<file path="src/qsnd_cfg_pkg.sv">
package qsnd_cfg_pkg;

    // voices instantiated when the top level is left at its default
    localparam int NUM_VOICES_DEF = 4;

    // sample ROM space, max 8 MB
    localparam int ROM_AW = 23;

    // bank sits above the 16-bit phase integer part
    localparam int BANK_W = 7;

    // phase and step are fixed point, this many bits below the point
    localparam int PHASE_FRAC = 12;

    localparam int SAMPLE_W = 16; // left/right output width

endpackage

</file>
<file path="src/qsnd_reg_pkg.sv">
package qsnd_reg_pkg;

    // host byte offsets
    localparam logic [2:0] OFS_DATA_HI = 3'd0; // data word MSB
    localparam logic [2:0] OFS_DATA_LO = 3'd1; // data word LSB
    localparam logic [2:0] OFS_ADDR    = 3'd2; // register address, commits the command
    localparam logic [2:0] OFS_STATUS  = 3'd7; // busy in bit 7

    // per-voice register index, low 3 bits of the command address byte
    // the voice number lives in the bits above
    localparam logic [2:0] REG_BANK  = 3'd0;
    localparam logic [2:0] REG_START = 3'd1;
    localparam logic [2:0] REG_END   = 3'd2;
    localparam logic [2:0] REG_LOOP  = 3'd3;
    localparam logic [2:0] REG_STEP  = 3'd4; // 4.12 pitch step
    localparam logic [2:0] REG_VOL   = 3'd5; // unsigned, low byte used
    localparam logic [2:0] REG_CTRL  = 3'd6;

    // REG_CTRL data word bits
    localparam int CTRL_KEY_BIT = 7; // 1 key-on, 0 key-off
    localparam int CTRL_PAN_L   = 0;
    localparam int CTRL_PAN_R   = 1;

endpackage

</file>
<file path="src/qsnd_cmd_latch.sv">
module qsnd_cmd_latch (
    input  logic        clk,
    input  logic        rst,
    input  logic [2:0]  host_addr,
    input  logic [7:0]  host_wdata,
    input  logic        host_we,
    input  logic        host_rd,
    output logic [7:0]  host_rdata,
    input  logic        frame_start,
    output logic [7:0]  cmd_addr,
    output logic [15:0] cmd_data,
    output logic        cmd_valid
);
    import qsnd_reg_pkg::*;

    logic [7:0] data_hi; // staging bytes, copied into the command on commit
    logic [7:0] data_lo;
    logic       cmd_pending;
    logic       addr_wr;
    logic       commit;

    assign addr_wr = host_we && (host_addr == OFS_ADDR);
    // an address write while busy is lost, firmware is expected to poll
    assign commit  = addr_wr && !cmd_pending;

    assign cmd_valid = cmd_pending;

    // data bytes and the committed command
    always_ff @(posedge clk) begin
        if (host_we && host_addr == OFS_DATA_HI) begin
            data_hi <= host_wdata;
        end
        if (host_we && host_addr == OFS_DATA_LO) begin
            data_lo <= host_wdata;
        end
        if (commit) begin
            cmd_addr <= host_wdata;
            cmd_data <= {data_hi, data_lo};
        end
    end

    always_ff @(posedge clk or posedge rst) begin
        if (rst) begin
            cmd_pending <= 1'b0;
        end else begin
            if (frame_start) begin
                cmd_pending <= 1'b0; // voices take it this cycle
            end
            if (commit) begin
                cmd_pending <= 1'b1;
            end
        end
    end

    // status read, one cycle after host_rd
    always_ff @(posedge clk or posedge rst) begin
        if (rst) begin
            host_rdata <= 8'h00;
        end else if (host_rd) begin
            if (host_addr == OFS_STATUS) begin
                host_rdata <= {cmd_pending, 7'b0};
            end else begin
                host_rdata <= 8'hff; // nothing else is readable
            end
        end
    end

endmodule

</file>
<file path="src/qsnd_mixer.sv">
module qsnd_mixer #(
    parameter int NUM_VOICES = qsnd_cfg_pkg::NUM_VOICES_DEF
) (
    input  logic                                         clk,
    input  logic                                         rst,
    input  logic                                         sample_cen,
    input  logic [NUM_VOICES*qsnd_cfg_pkg::ROM_AW-1:0]   voice_addr,
    input  logic [NUM_VOICES*8-1:0]                      voice_vol,
    input  logic [NUM_VOICES*2-1:0]                      voice_pan,
    input  logic [NUM_VOICES-1:0]                        voice_active,
    output logic                                         frame_start,
    output logic [qsnd_cfg_pkg::ROM_AW-1:0]              qsnd_addr,
    output logic                                         qsnd_cs,
    input  logic [7:0]                                   qsnd_data,
    input  logic                                         qsnd_ok,
    output logic signed [qsnd_cfg_pkg::SAMPLE_W-1:0]     left,
    output logic signed [qsnd_cfg_pkg::SAMPLE_W-1:0]     right,
    output logic                                         sample
);
    import qsnd_cfg_pkg::*;
    import qsnd_reg_pkg::*;

    localparam int IDX_W = (NUM_VOICES > 1) ? $clog2(NUM_VOICES) : 1;
    localparam int ACC_W = 18; // headroom for four full-scale voices

    typedef enum logic [1:0] {
        ST_IDLE,
        ST_SYNC,  // frame_start high, voices step
        ST_VISIT,
        ST_FETCH
    } state_t;

    state_t                    state;
    logic [IDX_W-1:0]          idx;
    logic                      armed;
    logic [ROM_AW-1:0]         cur_addr;
    logic [7:0]                cur_vol;
    logic [1:0]                cur_pan;
    logic                      cur_active;
    logic                      take;
    logic                      done_voice;
    logic                      last;
    logic signed [15:0]        prod;
    logic signed [ACC_W-1:0]   prod_ext;
    logic signed [ACC_W-1:0]   acc_l;
    logic signed [ACC_W-1:0]   acc_r;
    logic signed [ACC_W-1:0]   acc_l_next;
    logic signed [ACC_W-1:0]   acc_r_next;

    function automatic logic signed [SAMPLE_W-1:0] sat(input logic signed [ACC_W-1:0] v);
        logic [ACC_W-SAMPLE_W:0] top;
        top = v[ACC_W-1:SAMPLE_W-1];
        if (&top || ~|top) begin
            sat = v[SAMPLE_W-1:0];
        end else if (v[ACC_W-1]) begin
            sat = {1'b1, {(SAMPLE_W-1){1'b0}}}; // clip negative
        end else begin
            sat = {1'b0, {(SAMPLE_W-1){1'b1}}};
        end
    endfunction

    assign cur_addr   = voice_addr[idx*ROM_AW +: ROM_AW];
    assign cur_vol    = voice_vol[idx*8 +: 8];
    assign cur_pan    = voice_pan[idx*2 +: 2];
    assign cur_active = voice_active[idx];

    assign take       = (state == ST_FETCH) && qsnd_ok;
    assign done_voice = ((state == ST_VISIT) && !cur_active) || take;
    assign last       = (idx == IDX_W'(NUM_VOICES - 1));

    // signed byte times unsigned volume always fits 16 bits
    assign prod     = $signed(qsnd_data) * $signed({1'b0, cur_vol});
    assign prod_ext = ACC_W'(prod);

    assign acc_l_next = acc_l + ((take && cur_pan[CTRL_PAN_L]) ? prod_ext : '0);
    assign acc_r_next = acc_r + ((take && cur_pan[CTRL_PAN_R]) ? prod_ext : '0);

    always_ff @(posedge clk) begin
        if (state == ST_SYNC) begin
            acc_l <= '0;
            acc_r <= '0;
        end else if (take) begin
            acc_l <= acc_l_next;
            acc_r <= acc_r_next;
        end
        if (state == ST_VISIT && cur_active) begin
            qsnd_addr <= cur_addr; // held until the fetch ends
        end
    end

    always_ff @(posedge clk or posedge rst) begin
        if (rst) begin
            state       <= ST_IDLE;
            idx         <= '0;
            armed       <= 1'b0;
            frame_start <= 1'b0;
            qsnd_cs     <= 1'b0;
            sample      <= 1'b0;
            left        <= '0;
            right       <= '0;
        end else begin
            frame_start <= 1'b0;
            sample      <= 1'b0;
            case (state)
                ST_IDLE: if (sample_cen) begin
                    frame_start <= 1'b1;
                    state       <= ST_SYNC;
                end
                ST_SYNC: begin
                    idx   <= '0;
                    state <= ST_VISIT;
                end
                ST_VISIT: if (cur_active) begin
                    qsnd_cs <= 1'b1;
                    armed   <= 1'b1; // strobes start once a voice has played
                    state   <= ST_FETCH;
                end
                ST_FETCH: if (qsnd_ok) qsnd_cs <= 1'b0;
                default: state <= ST_IDLE;
            endcase
            if (done_voice) begin
                if (last) begin
                    state <= ST_IDLE;
                    if (armed) begin
                        left   <= sat(acc_l_next);
                        right  <= sat(acc_r_next);
                        sample <= 1'b1;
                    end
                end else begin
                    idx   <= idx + 1'b1;
                    state <= ST_VISIT;
                end
            end
        end
    end

endmodule

</file>
<file path="src/qsnd_top.sv">
module qsnd_top #(
    parameter int NUM_VOICES = qsnd_cfg_pkg::NUM_VOICES_DEF
) (
    input  logic                                     clk,
    input  logic                                     rst,
    input  logic                                     sample_cen,
    input  logic [2:0]                               host_addr,
    input  logic [7:0]                               host_wdata,
    input  logic                                     host_we,
    input  logic                                     host_rd,
    output logic [7:0]                               host_rdata,
    output logic [qsnd_cfg_pkg::ROM_AW-1:0]          qsnd_addr,
    output logic                                     qsnd_cs,
    input  logic [7:0]                               qsnd_data,
    input  logic                                     qsnd_ok,
    output logic signed [qsnd_cfg_pkg::SAMPLE_W-1:0] left,
    output logic signed [qsnd_cfg_pkg::SAMPLE_W-1:0] right,
    output logic                                     sample
);
    import qsnd_cfg_pkg::*;

    logic [7:0]                   cmd_addr;
    logic [15:0]                  cmd_data;
    logic                         cmd_valid;
    logic                         frame_start;
    logic [NUM_VOICES*ROM_AW-1:0] voice_addr;
    logic [NUM_VOICES*8-1:0]      voice_vol;
    logic [NUM_VOICES*2-1:0]      voice_pan;
    logic [NUM_VOICES-1:0]        voice_active;

    qsnd_cmd_latch u_latch (
        .clk         ( clk         ),
        .rst         ( rst         ),
        .host_addr   ( host_addr   ),
        .host_wdata  ( host_wdata  ),
        .host_we     ( host_we     ),
        .host_rd     ( host_rd     ),
        .host_rdata  ( host_rdata  ),
        .frame_start ( frame_start ),
        .cmd_addr    ( cmd_addr    ),
        .cmd_data    ( cmd_data    ),
        .cmd_valid   ( cmd_valid   )
    );

    // every voice sees the same command, only the addressed one takes it
    for (genvar v = 0; v < NUM_VOICES; v++) begin : g_voice
        qsnd_voice #(.VOICE_ID(v)) u_voice (
            .clk         ( clk                              ),
            .rst         ( rst                              ),
            .frame_start ( frame_start                      ),
            .cmd_addr    ( cmd_addr                         ),
            .cmd_data    ( cmd_data                         ),
            .cmd_valid   ( cmd_valid                        ),
            .rom_addr    ( voice_addr[v*ROM_AW +: ROM_AW]   ),
            .vol         ( voice_vol[v*8 +: 8]              ),
            .pan         ( voice_pan[v*2 +: 2]              ),
            .active      ( voice_active[v]                  )
        );
    end

    qsnd_mixer #(.NUM_VOICES(NUM_VOICES)) u_mixer (
        .clk          ( clk          ),
        .rst          ( rst          ),
        .sample_cen   ( sample_cen   ),
        .voice_addr   ( voice_addr   ),
        .voice_vol    ( voice_vol    ),
        .voice_pan    ( voice_pan    ),
        .voice_active ( voice_active ),
        .frame_start  ( frame_start  ),
        .qsnd_addr    ( qsnd_addr    ),
        .qsnd_cs      ( qsnd_cs      ),
        .qsnd_data    ( qsnd_data    ),
        .qsnd_ok      ( qsnd_ok      ),
        .left         ( left         ),
        .right        ( right        ),
        .sample       ( sample       )
    );

endmodule

</file>
<file path="src/qsnd_voice.sv">
module qsnd_voice #(
    parameter int VOICE_ID = 0
) (
    input  logic                            clk,
    input  logic                            rst,
    input  logic                            frame_start,
    input  logic [7:0]                      cmd_addr,
    input  logic [15:0]                     cmd_data,
    input  logic                            cmd_valid,
    output logic [qsnd_cfg_pkg::ROM_AW-1:0] rom_addr,
    output logic [7:0]                      vol,
    output logic [1:0]                      pan,
    output logic                            active
);
    import qsnd_cfg_pkg::*;
    import qsnd_reg_pkg::*;

    localparam int PHASE_INT = ROM_AW - BANK_W; // integer part, 16 bits
    localparam int PH_W      = PHASE_INT + PHASE_FRAC;

    logic [BANK_W-1:0]    bank_q;
    logic [PHASE_INT-1:0] start_q;
    logic [PHASE_INT-1:0] end_q;
    logic [PHASE_INT-1:0] loop_q;
    logic [15:0]          step_q;
    logic [PH_W-1:0]      phase;
    logic [PH_W-1:0]      phase_adv;
    logic [2:0]           cmd_reg;
    logic                 hit;
    logic                 key_on;
    logic                 key_off;
    logic                 wrap;

    assign cmd_reg = cmd_addr[2:0];
    assign hit     = frame_start && cmd_valid && (cmd_addr[7:3] == 5'(VOICE_ID));
    assign key_on  = hit && (cmd_reg == REG_CTRL) && cmd_data[CTRL_KEY_BIT];
    assign key_off = hit && (cmd_reg == REG_CTRL) && !cmd_data[CTRL_KEY_BIT];

    assign phase_adv = phase + PH_W'(step_q);
    assign wrap      = phase_adv[PHASE_FRAC +: PHASE_INT] >= end_q; // end reached

    assign rom_addr = {bank_q, phase[PHASE_FRAC +: PHASE_INT]};

    always_ff @(posedge clk) begin
        if (hit) begin
            case (cmd_reg)
                REG_BANK:  bank_q  <= cmd_data[BANK_W-1:0];
                REG_START: start_q <= PHASE_INT'(cmd_data);
                REG_END:   end_q   <= PHASE_INT'(cmd_data);
                REG_LOOP:  loop_q  <= PHASE_INT'(cmd_data);
                REG_STEP:  step_q  <= cmd_data;
                REG_VOL:   vol     <= cmd_data[7:0];
                default: ;
            endcase
        end
        if (key_on) begin
            phase <= {start_q, {PHASE_FRAC{1'b0}}}; // no advance on key-on
        end else if (frame_start && active) begin
            if (wrap && loop_q != '0) begin
                phase <= phase_adv - {loop_q, {PHASE_FRAC{1'b0}}};
            end else begin
                phase <= phase_adv;
            end
        end
    end

    always_ff @(posedge clk or posedge rst) begin
        if (rst) begin
            active <= 1'b0;
            pan    <= 2'b00;
        end else begin
            if (key_on) begin
                active <= 1'b1;
            end else if (key_off) begin
                active <= 1'b0;
            end else if (frame_start && active && wrap && loop_q == '0) begin
                active <= 1'b0; // one-shot sample ran out
            end
            if (hit && cmd_reg == REG_CTRL) begin
                pan[CTRL_PAN_L] <= cmd_data[CTRL_PAN_L];
                pan[CTRL_PAN_R] <= cmd_data[CTRL_PAN_R];
            end
        end
    end

endmodule

</file>
<file path="config.mk">
export PLATFORM = sky130hd
export DESIGN_NAME = qsnd_top
export DESIGN_NICKNAME = d
export VERILOG_FILES = /design/src/qsnd_cfg_pkg.sv /design/src/qsnd_reg_pkg.sv /design/src/qsnd_cmd_latch.sv /design/src/qsnd_mixer.sv /design/src/qsnd_top.sv /design/src/qsnd_voice.sv
export SDC_FILE = /design/constraint.sdc
export NUM_CORES = 1
export LEC_CHECK = 0
export BUFFER_PORTS_ARGS = -buffer_cell sky130_fd_sc_hd__buf_2
export CAP_MARGIN = 20
export CORE_ASPECT_RATIO = 1.5
export CORE_UTILIZATION = 25
export DETAILED_ROUTE_END_ITERATION = 7
export PLACE_DENSITY = 0.46
export SLEW_MARGIN = 25
export SYNTH_ARGS = -nofsm -noshare
export SYNTH_HDL_FRONTEND = slang
export SYNTH_HIERARCHICAL = 1
export SYNTH_SLANG_ARGS = --single-unit
</file>
<file path="constraint.sdc">
create_clock -name clk -period 17.98 [get_ports clk]
set_input_delay 3.596 -clock clk [delete_from_list [all_inputs] [get_ports clk]]
set_output_delay 3.596 -clock clk [all_outputs]
set_load 0.01 [all_outputs]
</file>
# Yosys cells after proc, flatten, opt, wreduce, memory -nomap -nowiden
# Index checks and enable logic that the tools add are counted.
[totals] in_bits=25 word_cells=254 output_inout_bits=65 ff_bits=588
[classes] mux=51 n_lt_le_gt_ge=5 addsub=11 n_mul=2 eq_ne=20 shifts=3 n_reduce_logical=105
[ops] op="$mux 28" count=12
[ops] op="$add 28x16->28" count=4
[ops] op="$sub 28x28->28" count=4
[ops] op="$shiftx 92x8->23" count=1
[ops] op="$ge 16x16->1" count=4
[ops] op="$logic_not 16->1" count=4
[ops] op="$mux 16" count=4
[ops] op="$reduce_bool 16->1" count=4
[ops] op="$reduce_and 2->1" count=25
[ops] op="$logic_and 1x1->1" count=42
[ops] op="$add 18x18->18" count=2
[ops] op="$mux 18" count=2
[ops] op="$shiftx 32x6->8" count=1
[ops] op="$mux 1" count=22
[ops] op="$mul 8x9->16" count=1
[ops] op="$reduce_and 3->1" count=5
[ops] op="$mux 2" count=7
[ops] op="$eq 3x3->1 const B" count=4
[ops] op="$reduce_bool 2->1" count=6
[ops] op="$reduce_bool 3->1" count=4
[ops] op="$eq 5x2->1 const B" count=2
[ops] op="$eq 3x2->1 const B" count=3
[ops] op="$mux 8" count=1
[ops] op="$shiftx 8x4->2" count=1
[ops] op="other kinds (21)" count=32

# Longest topological paths before layout
# Gate-level depths: netlist (run 1).
[depth] word_depth=9 ltp_mapped=32 depth_no_buf=29

# By module
# The synthesis (run 1) kept the hierarchy.
[modules_own_cells] mod="qsnd_mixer" area_each_um2=8789.7 instances=1 cells_each=930 seq_area_each_um2=2412.3
[modules_own_cells] mod="qsnd_voice at g_voice[1].u_voice" area_each_um2=6133.4 instances=1 cells_each=545 seq_area_each_um2=3168.0
[modules_own_cells] mod="qsnd_voice at g_voice[3].u_voice" area_each_um2=6064.6 instances=1 cells_each=536 seq_area_each_um2=3168.0
[modules_own_cells] mod="qsnd_voice at g_voice[2].u_voice" area_each_um2=6029.5 instances=1 cells_each=537 seq_area_each_um2=3168.0
[modules_own_cells] mod="qsnd_voice at g_voice[0].u_voice" area_each_um2=6017.0 instances=1 cells_each=531 seq_area_each_um2=3168.0
[modules_own_cells] mod="qsnd_cmd_latch" area_each_um2=1413.9 instances=1 cells_each=62 seq_area_each_um2=1276.2

# Least setup slack after synthesis (run 1)
# No wires, ideal clock.
[synth_timing] path_kind="input to register" from="in qsnd_data[1]" to="reg u_mixer/left[10] (netlist name)" setup_ns=0.131 path_buffers=1 t_required_ns=17.849 arrival_time_ns=9.113 stages=27 path_slack_ns=8.736 path_cell_list="and2_1 -> ha_1 -> inv_1 -> fa_1 -> inv_1 -> ha_1 -> inv_1 -> fa_1 -> inv_1 -> ha_1 -> fa_1 -> a21o_1 -> a21oi_1 -> o21bai_1 -> a21oi_1 -> o21a_1 -> xor2_1 -> nor2_1 -> ha_1 -> and3_1 -> a311oi_1 -> and2_4 -> o21a_1 -> xor3_2 -> o22ai_4 -> buf_6 -> o22ai_2"
[synth_via] elab_chain_len=7 word_cells_on_any_way=9 classes_between="add/sub (1); mul (1); mux (3); reduce/logical (4)"
[synth_rtl] element="start: declaration" line_no="qsnd_top.sv:14" source="input logic [7:0] qsnd_data,"
[synth_rtl] element="$mul 8x9->16 (*)" line_no="qsnd_mixer.sv:72" source="assign prod = $signed(qsnd_data) * $signed({1'b0, cur_vol});"
[synth_rtl] element="$mux 18 (*)" line_no="qsnd_mixer.sv:75" source="assign acc_l_next = acc_l + ((take && cur_pan[CTRL_PAN_L]) ? prod_ext : '0);"
[synth_rtl] element="$add 18x18->18 (*)" line_no="qsnd_mixer.sv:75"
[synth_rtl] element="$reduce_or 3->1" line_no="qsnd_mixer.sv:53" source="if (&top || ~|top) begin"
[synth_rtl] element="$logic_not 1->1" line_no="qsnd_mixer.sv:53"
[synth_rtl] element="$logic_or 1x1->1" line_no="qsnd_mixer.sv:53"
[synth_rtl] element="$mux 16 (*)" line_no="qsnd_mixer.sv:53"
[synth_rtl] element="end signal: assignment" line_no="qsnd_mixer.sv:125" source="left <= sat(acc_l_next);"
[synth_rtl] element="end: declaration" line_no="qsnd_mixer.sv:16" source="output logic signed [qsnd_cfg_pkg::SAMPLE_W-1:0] left,"
# Mark *: on every way between the ends. The rest lies on a longest branch, timed or not.
# A chain may end at the register's enable or synchronous reset.

# Final worst setup path (run 1)
[layout_timing] from="in qsnd_data[0]" to="reg u_mixer/left[0] (netlist name)"
# Same word-level chain as after synthesis.

==> results of run 1 <==
[registers in the layout (all words and copies together) (netlist names), 2 cells and up]
register / cells
u_mixer/left: 16
g_voice.u_voice/active: 4
u_latch/cmd_data: 16
g_voice.u_voice/loop_q: 64
g_voice.u_voice/bank_q: 28
u_mixer/idx: 2
g_voice.u_voice/vol: 32
u_mixer/acc_l: 18
u_mixer/right: 16
u_latch/cmd_addr: 8
g_voice.u_voice/step_q: 64
g_voice.u_voice/phase: 112
u_latch/data_hi: 8
u_mixer/qsnd_addr: 23
g_voice.u_voice/pan: 8
u_latch/host_rdata: 2
g_voice.u_voice/end_q: 64
u_mixer/acc_r: 18
u_mixer/state: 2
g_voice.u_voice/start_q: 64
u_latch/data_lo: 8
[synth_stat cells (12+ instances only)]
cell type and count:
nand2b_1 30, xnor2_1 106, xor2_1 55, buf_4 72
or3_1 12, dfrtp_1 55, inv_1 245, o21bai_1 16
o31ai_1 14, dfxtp_1 84, a21o_1 68, clkbuf_1 37
mux2i_1 15, and3_1 35, o21ai_1 21, nand3_1 58
o21ai_0 134, a211oi_1 33, nor4_1 27, nor2b_1 33
or2_2 12, edfxtp_1 443, ha_1 267, a21oi_1 217
nor3_1 67, buf_2 20, o21a_1 30, o22ai_2 21
a31oi_1 13, mux4_2 34, fa_1 47, nor2_1 220
o211ai_1 16, nand2_1 269, a221o_1 23, and2_1 58
[kinds of logic after synthesis]
kind of cell / Yosys count
flip-flops: 582
XOR/XNOR: 164
buffers and inverters: 390
adder cells (fa/ha/maj): 314
AND/OR/NAND/NOR: 893
AO/OA/AOI/OAI: 738
multiplexers: 60
[how the worst min path moves through the flow]
| stage | startpoint | end | slack [ns] | cells past startpoint |
|---|---|---|---|---|
| global placement | u_latch/data_lo[6] | u_latch/cmd_data[6] | 0.40 | 0 |
| floorplan | u_latch/data_lo[0] | u_latch/cmd_data[0] | 0.40 | 0 |
| CTS | u_latch/data_hi[3] | u_latch/cmd_data[11] | 0.42 | 0 |
| global route | u_latch/data_hi[3] | u_latch/cmd_data[11] | 0.42 | 0 |
| finish | u_latch/data_hi[3] | u_latch/cmd_data[11] | 0.42 | 0 |
| detailed placement | u_latch/data_hi[3] | u_latch/cmd_data[11] | 0.40 | 0 |
[where the power goes]
part,leakage [nW],total [mW],internal [mW],switching (mW)
registers,5.57,1.52,1.49,0.0316
logic,9.07,1.45,0.553,0.896
clock network,1.11,1.45,0.864,0.583
[metal layers]
metal	global-route usage	up-vias
li1	-	11500
met4	0.0537	0
met1	0.165	11800
met5	0	-
met3	0.0180	157
met2	0.278	515
[stage by stage]
step	power (mW)	cells	hold slack, ns
6_report	4.41	5024	0.418
5_1_grt	4.70	5021	0.424
3_5_place_dp	3.05	4900	0.405
3_3_place_gp	3.05	4899	0.401
2_1_floorplan	2.55	3141	0.400
4_1_cts	4.52	5020	0.419
[worst max-delay path: cells and delay by family]
kind / cells / cell delay [ns]
buffers and inverters: 5 / 0.33
adder cells (fa/ha/maj): 7 / 2.60
AND/OR/NAND/NOR: 5 / 0.77
XOR/XNOR: 2 / 0.75
AO/OA/AOI/OAI: 9 / 1.93
[layout make-up]
type / count / area share
Timing Repair Buffer: 139 / 0.0211
Clock buffer: 85 / 0.0477
Antenna cell: 4 / 0.000257
Inverter: 246 / 0.0237
Multi-Input combinational cell: 2169 / 0.419
Clock inverter: 35 / 0.0112
Tap cell: 1764 / 0.0567
Sequential cell: 582 / 0.420
==> impl_metrics.ini, run 1 <==
[status]
status = finished, final reports clean

[critical_path]
critPathMaxFanout = 15
r2r_cells = 26
startpoint_type = input pin
cp.required_ns = 18.46
worstSetupPathType = input pin to flop
cpPeakStageDelay_ns = 0.52
crit_end = u_mixer/left[0]
cp-startpoint = qsnd_data[0]
r2r-end = u_mixer/left[0]
end_kind = flop
r2r_slack_ns = 9.79
cp_slowest_cell = fa_1
rr_startpoint = u_mixer/idx[0]
cp_data_arrival_time_ns = 10.02

[drt]
routed_wl_mm = 103
dr_wl_met2_mm = 54.8
met3_wirelength_mm = 3.66
final_antenna_net_count = 0
first_pass_iters = 5
dr.first_iter.drc_count = 1498
wl_per_cell_um = 20.4
vias = 24000
viasPerCell = 4.77
drc = 0
top_layer_used = met4
m1WireLength_mm = 40.7

[logic_synthesis]
ys_types = 124
yosys_warnings = 6
synth_edf_count = 443
synth_top_family_by_area = compound AO/OA/AOI/OAI gates
ys.flop_type = edfxtp_1
synth_area_per_cell_sq_um = 11.0
synthArstFlopShare = 0.0945
synth.largest_area_cell = edfxtp_1
muxShareOfSynthArea = 0.0302
yosysTopAreaCellShare = 0.386
syn_nets = 3480
syn_inst = 3141
synth-simple-area-share = 0.127
synth_xor_area_frac = 0.0426
synth-compound-area-share = 0.148
ys_seq_area_frac = 0.475
synth_area_leaders = edfxtp_1 (39%), ha_1 (9.7%), dfxtp_1 (4.9%)
synthAdderAreaFrac = 0.124
synth-seq-cells = 582
synth_area_sq_um = 34400

[finish]
area_delta_synth_final_pct = 13.0
fillers = 14300
layout-drive-gt1-share = 0.125
layout_commonest_cell = edfxtp_1
final_core_util = 0.285
nets = 3544
seq_area_sq_um = 16400
multi_input_area_sq_um = 16300
final_area_sq_um = 38900
final_cell_mix = edfxtp_1 (443), nand2_1 (268), ha_1 (267), inv_1 (244), nor2_1 (218)

[global_routing]
antenna_found_initial = 12
grt_pass1_wl_mm = 154
grt_pass1_vias = 24500
grt_usage = 0.147
grt_max_degree = 61
gr-total-overflow = 0

[sta]
worstMarginPinSlew_ns = 0.886
final.setup.worst_slack_ns = 8.44
fin_tns_setup_ns = 0
rsz0062_at_grt = no
fin_crit_sh = 0.531
setup_violations = 0
finClkSkew_ns = 0.0415
final_max_slew_viol_count = 0
fmax_mhz = 105
hold_violations = 0
period_needed_ns = 9.54
max_slew_margin = 0.407

[floorplanning]
core_sq_um = 137000
dieHeight_um = 457
initial_core_util = 0.252
rows = 166
ios = 90
fp.dieArea_sq_um = 139000
fp.dieW_um = 305

[clocking]
cts_hold_buf = 0
cts_tree = yes
clkSinkCount = 582
cts_setup_buffers = 0
clockBufferDepth = 3
cts_resized = 0
cts_made_buffers = 67
clk_latency_ns = 0.65
htreeDepth = 3
clkTransAtPathRegs_ns = 0.06
ctsRootBufferMaster = clkbuf_16

[hold_path]
hold_path.class = flop to flop

[placement]
hpwlAfterDp_mm = 74.4
dpl_cell_area_sq_um = 36600
globalplace.congestion = 0.869
place_ws_ns = 7.76
port_buffers = 89

[power_and_ir_drop]
p_leak_nw = 15.8
cellPowerDensity_nw_per_um2 = 113
irDropWorstVdd_v = 0.000166

[run]
cap_violations = 0
(Power assumes the default switching activity.)
==> inputs of run 2 (changes only) <==
ABC_AREA = 1   (was not set)
PLACE_DENSITY = 0.47   (was 0.46)
clock period = 8.1 ns   (was 17.98 ns; I/O delays follow)
==> run 2 against run 1 <==
Net effect:
- count of clock-buffer cells in the layout fell by 1
- total power grew to 2.7 times the previous value
- setup slack worse by 7.7 ns
- sequential share of layout area shrank 3.3 points
- highest routed layer is now met5
- global-route usage up 1.1 points
- clock skew decreased by 0.013 ns
- worst hold slack hardly changed
- routed wire length rose by 18%
- first-iteration DRC count rose by 16%
- largest cell class is now multi-input combinational cells
==> impl_metrics.ini, run 2 <==
[status]
status = finished, final reports clean

[finish]
area_delta_synth_final_pct = 12.2
fillers = 16000
nets = 5011
final_core_util = 0.282
final_area_sq_um = 42200
layout-drive-gt1-share = 0.0861
final_cell_mix = nand2_1 (1283), inv_1 (697), nor2_1 (475), edfxtp_1 (443), ha_1 (267)
largest_register_ffs = 112
instances_no_fill = 6665
top_register = g_voice.u_voice/phase
layout_commonest_cell = nand2_1

[global_routing]
gr-total-overflow = 0
grt_max_degree = 55
grt_usage = 0.158
grt_pass1_vias = 29500
antenna_found_initial = 5
grt_pass1_wl_mm = 180

[clocking]
clk_latency_ns = 0.69
cts_resized = 0
clockBufferDepth = 3
clkSinkCount = 582
clkTransAtPathRegs_ns = 0.06
cts_hold_buf = 0
htreeDepth = 3
cts_made_buffers = 68
cts_setup_buffers = 0
ctsRootBufferMaster = clkbuf_16
cts_tree = yes

[hold_path]
hold_depth = 0
whs_endpoint = u_latch/cmd_data[7]
hold_start = u_latch/data_lo[7]
hold_path.class = flop to flop

[power_and_ir_drop]
cellPowerDensity_nw_per_um2 = 277
p_comb_frac = 0.422
p_leak_nw = 20.0
power_frac_seq = 0.307
p_sw_mw = 4.86
pwr-share-clk = 0.271
p_int_mw = 6.85
swShare = 0.415
irDropWorstVdd_v = 0.000361

[logic_synthesis]
ys.flop_type = edfxtp_1
ys_types = 64
synthArstFlopShare = 0.0945
yosys_warnings = 6
ys_seq_area_frac = 0.435
synth_area_leaders = edfxtp_1 (35%), nand2_1 (13%), ha_1 (8.9%)
synth_most_common_cell = nand2_1
synth_edf_count = 443
synth_area_per_cell_sq_um = 8.17
syn_inst = 4603
syn_nets = 4942
yosysTopAreaCellShare = 0.354
synth-seq-cells = 582
ys_top_cells_by_count = nand2_1 (1283), inv_1 (698), nor2_1 (477), edfxtp_1 (443), ha_1 (267)
synth_area_sq_um = 37600
synth.largest_area_cell = edfxtp_1

[critical_path]
r2r_cells = 33
worstSetupPathType = flop to flop
r2r_slack_ns = 0.76
cp.required_ns = 8.66
rr_startpoint = u_mixer/idx[1]
startpoint_type = flop
critPathMaxFanout = 15
cp_data_arrival_time_ns = 7.90
r2r-end = u_mixer/left[13]
cpPeakStageDelay_ns = 0.55
end_kind = flop
crit_path_frequent_cell = nand2_1
cp_slowest_cell = dfrtp_1

[drt]
viasPerCell = 4.48
first_pass_iters = 5
drc = 0
dr.first_iter.drc_count = 1739
wl_per_cell_um = 18.1
vias = 29900
routed_wl_mm = 121
final_antenna_net_count = 0

[sta]
worstMarginPinSlew_ns = 1.08
period_needed_ns = 7.34
finClkSkew_ns = 0.0286
final_max_slew_viol_count = 0
fin_crit_sh = 0.907
max_slew_margin = 0.282
rsz0062_at_grt = no
fmax_mhz = 136
holdWs_ns = 0.418
hold_violations = 0
fin_tns_setup_ns = 0
setup_violations = 0

[floorplanning]
rows = 174
dieHeight_um = 477
ios = 90
fp.dieW_um = 319
initial_core_util = 0.252
fp.dieArea_sq_um = 152000
core_sq_um = 150000

[placement]
dpl_cell_area_sq_um = 39900
globalplace.congestion = 0.905
dpl.cell_count = 6538
hpwlAfterDp_mm = 92.3
port_buffers = 89

[run]
cap_violations = 0
==> run 2: changes by cell type after synthesis, moves of 34 or more <==
cell     previous run  this run
nand2_1           269      1283
inv_1             245       698
nor2_1            220       477
nand3_1            58       254
a21o_1             68        10
and2_1             58         7
xnor2_1           106        63
a21oi_1           217       179
and3_1             35         0
mux4_2             34         0
==> run 2: stage by stage <==
step	setup slack (ns)	total power, mW
6_report	0.756	11.7
5_1_grt	0.0945	12.6
4_1_cts	0.722	11.9
3_5_place_dp	0.394	8.65
3_3_place_gp	0.404	8.62
2_1_floorplan	1.36	7.07
==> run 2: worst max path at each step <==
stage                   start          endpoint  slack (ns)
2_1_floorplan    qsnd_data[7]  u_mixer/left[10]        1.36
3_3_place_gp     qsnd_data[7]  u_mixer/left[12]        0.40
3_5_place_dp     qsnd_data[7]  u_mixer/left[12]        0.39
4_1_cts        u_mixer/idx[1]  u_mixer/left[13]        0.72
5_1_grt        u_mixer/idx[1]  u_mixer/left[13]        0.09
6_report       u_mixer/idx[1]  u_mixer/left[13]        0.76
==> run 2: power groups by stage <==
stage | registers, mW | clock network (mW) | logic, mW
2_1_floorplan | 3.64 | 0 | 3.43
5_1_grt | 3.62 | 3.37 | 5.57
3_3_place_gp | 3.66 | 0 | 4.96
3_5_place_dp | 3.66 | 0 | 5.00
6_report | 3.59 | 3.18 | 4.94
4_1_cts | 3.60 | 3.28 | 5.04
==> run 2: per-layer routing <==
layer	global-route usage	vias to the layer above	wire length (um)	share of wire
met3	0.0172	160	3910	0.032
met1	0.170	14100	46900	0.39
li1	-	15000	-	-
met4	0.0649	4	4320	0.036
met5	0	-	28	0.00023
met2	0.307	605	65700	0.54
==> run 2: final cells by class <==
type,instances,area [sq um],area share
Timing Repair Buffer,137,806,0.0191
Antenna cell,1,2.50,0.0000593
Inverter,723,2720,0.0645
Tap cell,1936,2420,0.0574
Multi-Input combinational cell,3160,17600,0.418
Clock inverter,42,423,0.0100
Clock buffer,84,1840,0.0437
Sequential cell,582,16400,0.388
==> run 2: logic make-up after synthesis <==
group                    synth area share
flip-flops                          0.435
XOR/XNOR                           0.0256
AND/OR/NAND/NOR                     0.254
buffers and inverters              0.0977
AO/OA/AOI/OAI                      0.0737
adder cells (fa/ha/maj)             0.114
==> run 2: critical path, delay by kind of cell, from the launching register on <==
family	cells	cell delay, ns
adder cells (fa/ha/maj)	6	2.90
AND/OR/NAND/NOR	14	1.53
AO/OA/AOI/OAI	6	1.23
buffers and inverters	6	0.71
flip-flops	1	0.55
XOR/XNOR	1	0.30
